File: src/hw/board_pkg.sv
package board_pkg;

    // clock division, kept small so simulation stays short.
    localparam int MIC_SCK_DIV    = 4;      // clk cycles per half period of sck.
    localparam int TM_CLK_DIV     = 2;      // clk cycles per half period of the panel clock.
    localparam int REFRESH_CYCLES = 4000;

    typedef logic signed [23:0] sample_t;
    typedef logic [15:0]        level_t;    // upper 16 bits of |sample|.
    typedef logic [7:0]         seg_t;      // bit 0 is segment a, bit 7 the decimal point.
    typedef logic [7:0]         keys_t;

    typedef logic [5:0]                        mic_slot_t;
    typedef logic [$clog2(MIC_SCK_DIV)-1:0]    mic_div_t;
    typedef logic [$clog2(TM_CLK_DIV)-1:0]     tm_div_t;
    typedef logic [$clog2(REFRESH_CYCLES)-1:0] refresh_cnt_t;
    typedef logic [4:0]                        tm_byte_idx_t;

    localparam mic_div_t     MIC_DIV_LAST = mic_div_t'(MIC_SCK_DIV - 1);
    localparam tm_div_t      TM_DIV_LAST  = tm_div_t'(TM_CLK_DIV - 1);
    localparam refresh_cnt_t REFRESH_LOAD = refresh_cnt_t'(REFRESH_CYCLES - 1);

    // left channel data slots, one bit after the ws falling edge.
    localparam mic_slot_t MIC_MSB_SLOT = 6'd1;
    localparam mic_slot_t MIC_LSB_SLOT = 6'd24;

    localparam logic [7:0] TM_CMD_WRITE      = 8'h40;   // data write, auto increment.
    localparam logic [7:0] TM_CMD_ADDR       = 8'hC0;   // start at address 0.
    localparam logic [7:0] TM_CMD_DISPLAY_ON = 8'h8F;   // display on, full brightness.
    localparam logic [7:0] TM_CMD_READ       = 8'h42;   // key scan read.

    // index of the last byte in the address and read transactions.
    localparam tm_byte_idx_t TM_ADDR_LAST = 5'd16;
    localparam tm_byte_idx_t TM_READ_LAST = 5'd4;

    typedef struct packed {
        logic [7:0] led;
        seg_t       digit7;
        seg_t       digit6;
        seg_t       digit5;
        seg_t       digit4;
        seg_t       digit3;
        seg_t       digit2;
        seg_t       digit1;
        seg_t       digit0;
    } panel_frame_t;

    typedef enum logic [2:0] {
        TM_IDLE,
        TM_START,
        TM_LOW,
        TM_HIGH,
        TM_STOP,
        TM_GAP
    } tm_state_e;

    typedef enum logic [1:0] {
        CTRL_IDLE,
        CTRL_SEND,
        CTRL_WAIT
    } ctrl_state_e;

endpackage

File: src/hw/refresh_tick_gen.sv
`timescale 1ns/1ps

module refresh_tick_gen
(
    input  logic clk,
    input  logic rst_n,
    output logic tick
);

    board_pkg::refresh_cnt_t cnt;

    // first tick lands REFRESH_CYCLES cycles after reset is released.
    always_ff @(posedge clk)
    begin
        if (!rst_n)
        begin
            cnt  <= board_pkg::REFRESH_LOAD;
            tick <= 1'b0;
        end
        else if (cnt == '0)
        begin
            cnt  <= board_pkg::REFRESH_LOAD;    // reload for the next period.
            tick <= 1'b1;
        end
        else
        begin
            cnt  <= cnt - 1'b1;
            tick <= 1'b0;
        end
    end

endmodule

File: src/hw/i2s_mic_rx.sv
`timescale 1ns/1ps

module i2s_mic_rx
(
    input  logic               clk,
    input  logic               rst_n,
    input  logic               mic_sd,
    output logic               mic_sck,
    output logic               mic_ws,
    output logic               sample_valid,
    output board_pkg::sample_t sample
);

    board_pkg::mic_div_t  div_cnt;
    board_pkg::mic_slot_t slot_cnt;
    board_pkg::sample_t   shift_q;
    logic [1:0]           last_pipe;
    logic                 half_done;
    logic                 sck_rise;
    logic                 sck_fall;
    logic                 data_slot;

    assign half_done = (div_cnt == board_pkg::MIC_DIV_LAST);
    assign sck_rise  = half_done && !mic_sck;
    assign sck_fall  = half_done && mic_sck;

    // ws is low for slots 0..31 (left) and high for 32..63.
    assign mic_ws = slot_cnt[5];

    assign data_slot = (slot_cnt >= board_pkg::MIC_MSB_SLOT)
                    && (slot_cnt <= board_pkg::MIC_LSB_SLOT);

    always_ff @(posedge clk)
    begin
        if (!rst_n)
        begin
            div_cnt      <= '0;
            mic_sck      <= 1'b0;
            slot_cnt     <= '0;
            last_pipe    <= '0;
            sample_valid <= 1'b0;
        end
        else
        begin
            div_cnt <= half_done ? '0 : div_cnt + 1'b1;

            if (half_done)
                mic_sck <= ~mic_sck;

            // a new slot starts on every sck falling edge, ws moves with it.
            if (sck_fall)
                slot_cnt <= slot_cnt + 1'b1;

            last_pipe    <= {last_pipe[0], sck_rise && (slot_cnt == board_pkg::MIC_LSB_SLOT)};
            sample_valid <= last_pipe[1];   // two cycles after the last bit.
        end
    end

    always_ff @(posedge clk)
    begin
        // msb first, sampled on the rising edge of sck.
        if (sck_rise && data_slot)
            shift_q <= {shift_q[22:0], mic_sd};

        if (last_pipe[1])
            sample <= shift_q;
    end

endmodule

File: src/hw/tm1638_driver.sv
`timescale 1ns/1ps

module tm1638_driver
(
    input  logic                    clk,
    input  logic                    rst_n,
    input  logic                    frame_valid,
    input  board_pkg::panel_frame_t frame,
    input  logic                    tm_dio_in,
    output logic                    credit_return,
    output board_pkg::keys_t        keys,
    output logic                    tm_clk,
    output logic                    tm_stb,
    output logic                    tm_dio_out,
    output logic                    tm_dio_oe
);

    board_pkg::tm_state_e     state;
    board_pkg::panel_frame_t  frame_q;
    board_pkg::seg_t [7:0]    digits;
    board_pkg::tm_div_t       div_cnt;
    board_pkg::tm_byte_idx_t  byte_idx;
    board_pkg::tm_byte_idx_t  last_byte;
    board_pkg::tm_byte_idx_t  data_idx;
    board_pkg::keys_t         key_acc;
    logic [1:0]               txn;          // write, address, display on, read.
    logic [2:0]               bit_cnt;
    logic [7:0]               tx_byte;
    logic [7:0]               rx_shift;
    logic [1:0]               rd_idx;
    logic                     half_done;
    logic                     reading;

    assign half_done = (div_cnt == board_pkg::TM_DIV_LAST);
    assign digits    = {frame_q.digit7, frame_q.digit6, frame_q.digit5, frame_q.digit4,
                        frame_q.digit3, frame_q.digit2, frame_q.digit1, frame_q.digit0};
    assign data_idx  = byte_idx - 1'b1;     // byte after the command byte.
    assign rd_idx    = data_idx[1:0];
    assign reading   = (txn == 2'd3) && (byte_idx != '0);

    // byte to shift out for the current transaction and position.
    always_comb
    begin
        last_byte = '0;
        case (txn)
            2'd0: tx_byte = board_pkg::TM_CMD_WRITE;
            2'd1:
            begin
                last_byte = board_pkg::TM_ADDR_LAST;
                if (byte_idx == '0)
                    tx_byte = board_pkg::TM_CMD_ADDR;
                else if (data_idx[0])
                    tx_byte = {7'b0, frame_q.led[data_idx[3:1]]};  // odd address, one led.
                else
                    tx_byte = digits[data_idx[3:1]];
            end
            2'd2: tx_byte = board_pkg::TM_CMD_DISPLAY_ON;
            default:
            begin
                last_byte = board_pkg::TM_READ_LAST;
                tx_byte   = board_pkg::TM_CMD_READ;
            end
        endcase
    end

    always_ff @(posedge clk)
    begin
        if (!rst_n)
        begin
            state         <= board_pkg::TM_IDLE;
            div_cnt       <= '0;
            txn           <= '0;
            byte_idx      <= '0;
            bit_cnt       <= '0;
            tm_clk        <= 1'b0;
            tm_stb        <= 1'b1;
            tm_dio_out    <= 1'b0;
            tm_dio_oe     <= 1'b0;
            credit_return <= 1'b0;
            keys          <= '0;
        end
        else
        begin
            credit_return <= 1'b0;
            div_cnt       <= (state == board_pkg::TM_IDLE || half_done) ? '0 : div_cnt + 1'b1;

            case (state)
                board_pkg::TM_IDLE:
                    if (frame_valid)
                    begin
                        txn      <= '0;
                        byte_idx <= '0;
                        bit_cnt  <= '0;
                        tm_stb   <= 1'b0;
                        state    <= board_pkg::TM_START;
                    end
                board_pkg::TM_START:
                    if (half_done)
                        state <= board_pkg::TM_LOW;
                board_pkg::TM_LOW:
                begin
                    // data moves only while the serial clock is low.
                    tm_dio_out <= tx_byte[bit_cnt];
                    tm_dio_oe  <= !reading;
                    if (half_done)
                    begin
                        tm_clk <= 1'b1;
                        state  <= board_pkg::TM_HIGH;
                    end
                end
                board_pkg::TM_HIGH:
                    if (half_done)
                    begin
                        tm_clk  <= 1'b0;
                        bit_cnt <= bit_cnt + 1'b1;      // wraps to 0 after bit 7.
                        if (bit_cnt == 3'd7 && byte_idx == last_byte)
                            state <= board_pkg::TM_STOP;
                        else
                        begin
                            if (bit_cnt == 3'd7)
                                byte_idx <= byte_idx + 1'b1;
                            state <= board_pkg::TM_LOW;
                        end
                    end
                board_pkg::TM_STOP:
                    if (half_done)
                    begin
                        tm_stb    <= 1'b1;
                        tm_dio_oe <= 1'b0;
                        if (txn == 2'd3)
                        begin
                            credit_return <= 1'b1;  // slot is free again.
                            keys          <= key_acc;
                            state         <= board_pkg::TM_IDLE;
                        end
                        else
                        begin
                            txn      <= txn + 1'b1;
                            byte_idx <= '0;
                            state    <= board_pkg::TM_GAP;
                        end
                    end
                board_pkg::TM_GAP:
                    if (half_done)
                    begin
                        tm_stb <= 1'b0;
                        state  <= board_pkg::TM_START;
                    end
                default:
                    state <= board_pkg::TM_IDLE;
            endcase
        end
    end

    always_ff @(posedge clk)
    begin
        if (state == board_pkg::TM_IDLE && frame_valid)
            frame_q <= frame;

        // lsb first, taken as the serial clock rises.
        if (state == board_pkg::TM_LOW && half_done && reading)
            rx_shift <= {tm_dio_in, rx_shift[7:1]};

        // each read byte holds two keys, in bits 0 and 4.
        if (state == board_pkg::TM_HIGH && half_done && reading && bit_cnt == 3'd7)
        begin
            key_acc[{rd_idx, 1'b0}] <= rx_shift[0];
            key_acc[{rd_idx, 1'b1}] <= rx_shift[4];
        end
    end

endmodule

File: src/hw/level_display_ctrl.sv
`timescale 1ns/1ps

module level_display_ctrl
(
    input  logic                    clk,
    input  logic                    rst_n,
    input  logic                    tick,
    input  logic                    sample_valid,
    input  board_pkg::sample_t      sample,
    input  logic                    credit_return,
    input  board_pkg::keys_t        keys,
    output logic                    frame_valid,
    output board_pkg::panel_frame_t frame
);

    board_pkg::ctrl_state_e state;
    board_pkg::level_t      peak;
    board_pkg::level_t      shown;
    board_pkg::level_t      mag;
    logic [23:0]            abs_val;
    logic [1:0]             credits;
    logic                   pending;
    logic                   hold;
    logic                   key0_q;
    logic                   send;

    function automatic board_pkg::seg_t hex_seg(input logic [3:0] nib);
        case (nib)
            4'h0: hex_seg = 8'h3F;
            4'h1: hex_seg = 8'h06;
            4'h2: hex_seg = 8'h5B;
            4'h3: hex_seg = 8'h4F;
            4'h4: hex_seg = 8'h66;
            4'h5: hex_seg = 8'h6D;
            4'h6: hex_seg = 8'h7D;
            4'h7: hex_seg = 8'h07;
            4'h8: hex_seg = 8'h7F;
            4'h9: hex_seg = 8'h6F;
            4'hA: hex_seg = 8'h77;
            4'hB: hex_seg = 8'h7C;
            4'hC: hex_seg = 8'h39;
            4'hD: hex_seg = 8'h5E;
            4'hE: hex_seg = 8'h79;
            default: hex_seg = 8'h71;
        endcase
    endfunction

    assign abs_val = sample[23] ? -sample : sample;     // full scale negative still fits.
    assign mag     = abs_val[23:8];

    // a refresh goes out only with a credit in hand.
    assign send        = (state == board_pkg::CTRL_IDLE) && (credits != '0) && (tick || pending);
    assign frame_valid = (state == board_pkg::CTRL_SEND);

    always_ff @(posedge clk)
    begin
        if (!rst_n)
        begin
            state   <= board_pkg::CTRL_IDLE;
            credits <= 2'd1;
            pending <= 1'b0;
        end
        else
        begin
            case (state)
                board_pkg::CTRL_IDLE: if (send) state <= board_pkg::CTRL_SEND;
                board_pkg::CTRL_SEND: state <= board_pkg::CTRL_WAIT;
                board_pkg::CTRL_WAIT: if (credit_return) state <= board_pkg::CTRL_IDLE;
                default:              state <= board_pkg::CTRL_IDLE;
            endcase

            if (frame_valid && !credit_return)
                credits <= credits - 1'b1;
            else if (credit_return && !frame_valid)
                credits <= credits + 1'b1;

            // extra ticks fold into one pending refresh.
            if (send)
                pending <= 1'b0;
            else if (tick)
                pending <= 1'b1;
        end
    end

    always_ff @(posedge clk)
    begin
        if (!rst_n)
        begin
            peak   <= '0;
            shown  <= '0;
            hold   <= 1'b0;
            key0_q <= 1'b0;
        end
        else
        begin
            if (send)
            begin
                if (!hold)
                    shown <= peak;
                peak <= sample_valid ? mag : '0;
            end
            else if (sample_valid && mag > peak)
                peak <= mag;

            // key 0 press between two reports flips hold.
            if (credit_return)
            begin
                key0_q <= keys[0];
                if (keys[0] && !key0_q)
                    hold <= ~hold;
            end
        end
    end

    always_comb
    begin
        frame.digit0 = hex_seg(shown[15:12]);
        frame.digit1 = hex_seg(shown[11:8]);
        frame.digit2 = hex_seg(shown[7:4]);
        frame.digit3 = hex_seg(shown[3:0]);
        frame.digit4 = '0;
        frame.digit5 = '0;
        frame.digit6 = '0;
        frame.digit7 = '0;
        for (int i = 0; i < 8; i++)
            frame.led[i] = |(shown >> (8 + i));     // lit at 2**(8+i) and above.
    end

endmodule

File: src/hw/board_top.sv
`timescale 1ns/1ps

module board_top
(
    input  logic clk,
    input  logic rst_n,
    input  logic mic_sd,
    input  logic tm_dio_in,
    output logic mic_sck,
    output logic mic_ws,
    output logic tm_clk,
    output logic tm_stb,
    output logic tm_dio_out,
    output logic tm_dio_oe
);

    logic                    tick;
    logic                    sample_valid;
    board_pkg::sample_t      sample;
    logic                    frame_valid;
    board_pkg::panel_frame_t frame;
    logic                    credit_return;
    board_pkg::keys_t        keys;

    refresh_tick_gen i_tick_gen
    (
        .clk   ( clk   ),
        .rst_n ( rst_n ),
        .tick  ( tick  )
    );

    i2s_mic_rx i_microphone
    (
        .clk          ( clk          ),
        .rst_n        ( rst_n        ),
        .mic_sd       ( mic_sd       ),
        .mic_sck      ( mic_sck      ),
        .mic_ws       ( mic_ws       ),
        .sample_valid ( sample_valid ),
        .sample       ( sample       )
    );

    level_display_ctrl i_ctrl
    (
        .clk           ( clk           ),
        .rst_n         ( rst_n         ),
        .tick          ( tick          ),
        .sample_valid  ( sample_valid  ),
        .sample        ( sample        ),
        .credit_return ( credit_return ),
        .keys          ( keys          ),
        .frame_valid   ( frame_valid   ),
        .frame         ( frame         )
    );

    // the data pad itself sits outside, in the vendor io ring.
    tm1638_driver i_tm1638
    (
        .clk           ( clk           ),
        .rst_n         ( rst_n         ),
        .frame_valid   ( frame_valid   ),
        .frame         ( frame         ),
        .tm_dio_in     ( tm_dio_in     ),
        .credit_return ( credit_return ),
        .keys          ( keys          ),
        .tm_clk        ( tm_clk        ),
        .tm_stb        ( tm_stb        ),
        .tm_dio_out    ( tm_dio_out    ),
        .tm_dio_oe     ( tm_dio_oe     )
    );

endmodule

File: config.mk
export PLATFORM = sky130hd
export DESIGN_NAME = board_top
export DESIGN_NICKNAME = d
export VERILOG_FILES = /design/src/hw/board_pkg.sv /design/src/hw/refresh_tick_gen.sv /design/src/hw/i2s_mic_rx.sv /design/src/hw/tm1638_driver.sv /design/src/hw/level_display_ctrl.sv /design/src/hw/board_top.sv
export SDC_FILE = /design/constraint.sdc
export NUM_CORES = 1
export LEC_CHECK = 0
export BUFFER_PORTS_ARGS = -buffer_cell sky130_fd_sc_hd__clkbuf_2
export CORE_MARGIN = 2
export CORE_UTILIZATION = 35
export DETAILED_ROUTE_END_ITERATION = 7
export SYNTH_ARGS = -nofsm -noshare
export SYNTH_HDL_FRONTEND = slang
export SYNTH_SLANG_ARGS = --single-unit
File: constraint.sdc
create_clock -name clk -period 4.34 [get_ports clk]
set_input_delay 0.868 -clock clk [delete_from_list [all_inputs] [get_ports clk]]
set_output_delay 0.868 -clock clk [all_outputs]
set_load 0.01 [all_outputs]
==> impl_metrics.csv <==
group,metric,value,unit
cts,cts.sinks,177,
synth,synth_ff_type,"edfxtp_1",
synth,syn_inst,799,
sta,tightest_slew,1070,ps
synth,synth_top_area_share,0.322,
setup_path,worst_setup_path_start_kind,"register",
route,wl_met1,7780,µm
cts,cts.path.max_buffers,2,
die,die-area,26100,µm²
sta,period_needed,3630,ps
pwr,leakage,3.48,nW
die,die_w,161,µm
synth,synth_edf_count,93,
pwr,power_frac_comb,0.015,
flow_run,maxCapViolCount,0,
route,ant_nets,0,
synth,yosysSeqAreaShare,0.516,
synth,synth_top_cells_by_area,"edfxtp_1, dfxtp_1, ha_1, mux2i_1, nand2_1",
sta,fin_ws,707,ps
finish,diodes,0,
min_path,hold_class,"register to register",
finish,fin_nets,861,
route,viasPerCell,4.87,
finish,final_cells,1134,
placed_design,dp_cells,1102,
sta,rsz0062_at_grt,"no",
pwr,p_int,2.56,mW
sta,maxSlewHeadroom,0.286,
die,core_area,24300,µm²
route,wl_per_cell,13.1,µm
placed_design,dp_slack,723,ps
route,vias,5526,
route,drt_iter0_markers,349,
global_routing,antenna_found_initial,0,
setup_path,crit_type,"register to register",
cts,htree_levels,4,
pwr,switching_share,0.241,
global_routing,grt_pass1_vias,5317,
synth,syn_area_per_cell,10.9,µm²
status,outcome,"finished clean",
synth,synth_cell_type_count,62,
sta,finalSetupViolations,0,
synth,syn-num-nets,863,
cts,ctsResizeCount,0,
die,initial_core_util,0.357,
route,top_layer,"met4",
placed_design,place_hpwl,10600,µm
route,drt_wl_total,14900,µm
global_routing,grt_max_degree,46,
pwr,p_sw,811,µW
pwr,seq_power_share,0.523,
synth,synth-seq-cells,177,
cts,cts_setup_buffers,0,
sta,max_freq,275,MHz
setup_path,end_kind,"register",
pwr,ir_worst_vdd,0.225,mV
sta,slew_viol_final,0,
synth,synth_top_cell_by_area,"edfxtp_1",
finish,syn_to_final_growth,11.3,%
die,ioPinCount,10,
placed_design,gp_routability_congestion,0.775,
global_routing,grt_pass1_wl,25900,µm
synth,syn_area,8670,µm²
cts,clk_pin_slew,80,ps
cts,clock_latency,440,ps
global_routing,grt_usage,0.122,
synth,ys_warn_count,0,
synth,async_flop_share,0,
finish,final_layout_size_suffix_gt1_frac,0.0852,
sta,tns,0,ps
sta,hold_viol_final,0,
pwr,power_density,349,nW/µm²
setup_path,required,4700,ps
sta,period_share,0.837,
cts,tritoncts,"yes",
pwr,pwr-share-clk,0.462,
route,wl_met2,6570,µm
sta,finClkSkew,13.4,ps
die,rows,57,
route,drcViolationCount,0,
route,met3WireLength,396,µm
setup_path,critPathMaxFanout,16,
setup_path,cp.arrival,3990,ps
placed_design,port_buffers,9,
cts,holdBufCountCts,0,
cts,cts_root_buf,"clkbuf_16",
route,first_pass_iters,5,
die,die_h,161,µm
cts,cts_made_buffers,17,
global_routing,gr-total-overflow,0,
cell usage after synthesis, drive strengths merged, types with 8 or more instances:
cell / number
nor3: 15
xor2: 15
inv: 58
edfxtp: 93
nand2b: 10
dfxtp: 84
nor4: 8
nor2: 67
clkbuf: 26
o31ai: 8
xnor2: 24
a21oi: 39
o21ai: 44
nand3: 12
ha: 60
mux4: 13
mux2i: 39
nand2: 77
nand4: 10
buf: 9
routing by layer:
layer,up-vias,track usage
li1,2837,-
met1,2614,0.169
met2,62,0.188
met3,13,0.0316
met4,0,0.0353
met5,-,0
worst max-delay path: stages, from the launching register on:
cell and delay [ps]:
edfxtp_1 430, nor4_1 400, nand4_1 400, o31ai_1 400, xnor2_1 190, ha_1 290
a21o_1 160, a21o_1 170, a221oi_1 280, o21ai_0 160, a21boi_2 130, buf_4 290
mux2i_1 240
cells by family (layout without fill, tap and decap cells):
logic type	after synthesis	count (layout)	synth area share
xor+xnor	39	39	0.0416
simple gates	244	244	0.136
flops	177	177	0.516
buf+inv	93	104	0.0417
fa+ha+maj	60	60	0.0866
mux	52	52	0.0805
compound gates	134	134	0.0974
final timing paths:
kind         slack, ps                    start                 to  cells after the start
min reg2reg        410        i_tick_gen.cnt[0]  i_tick_gen.cnt[0]                      1
max reg2reg        710  i_microphone.sample[10]     i_ctrl.peak[3]                     12
min                410        i_tick_gen.cnt[0]  i_tick_gen.cnt[0]                      1
max                710  i_microphone.sample[10]     i_ctrl.peak[3]                     12
cell usage in the layout, fill, tap and decap left out, types with 3 or more instances in the layout:
cell type  instances
o21ai_0           44
clkbuf_2           9
or4_1              3
ha_1              60
and2_1             7
mux2i_1           39
nand3b_1           3
xnor2_1           24
a21o_1             3
nor3_1            15
nand2_1           77
clkinv_8           8
edfxtp_1          93
clkbuf_16         17
o31ai_1            8
o21a_1             5
nand2b_1          10
dfxtp_1           84
a22oi_1            6
mux4_2             9
nor3b_1            5
inv_1             57
o41ai_1            3
a21oi_1           38
nor4_1             6
mux4_1             4
nand3_1           12
and3_1             3
or3_1              7
nand4_1           10
nor2_1            67
xor2_1            14
buf_4              5
a31oi_1            4
nor2b_1            7
cell type report:
type	instances	area, µm²
Timing Repair Buffer	14	82.6
Clock inverter	15	204
Tap cell	324	405
Multi-Input combinational cell	529	3840
Sequential cell	177	4470
Fill cell	2325	14700
Inverter	58	218
Clock buffer	17	425
stage by stage:
stage,hold WS (ps),cell area (µm²),power [mW],util
floorplan,372,8670,1.84,-
global placement,384,9020,1.85,0.371
detailed placement,397,9020,1.85,0.371
CTS,415,9650,3.41,0.397
global route,427,9650,3.49,0.397
finish,408,9650,3.37,0.397
registers in the layout, indices dropped and copies added (netlist names), 5 cells and up:
signal / count
i_ctrl.peak: 16
i_ctrl.shown: 16
i_microphone.sample: 24
i_microphone.shift_q: 24
i_microphone.slot_cnt: 6
i_tick_gen.cnt: 12
i_tm1638.byte_idx: 5
i_tm1638.digits: 28
i_tm1638.frame_q: 8
i_tm1638.rx_shift: 8
power groups by stage:
stage               logic, mW  registers (mW)  clock network, mW
global route           0.0574            1.77               1.66
detailed placement     0.0510            1.80                  0
CTS                    0.0511            1.76               1.59
global placement       0.0508            1.80                  0
finish                 0.0506            1.76               1.55
floorplan              0.0457            1.79                  0
Note: power is estimated with default switching activity, not from simulation.
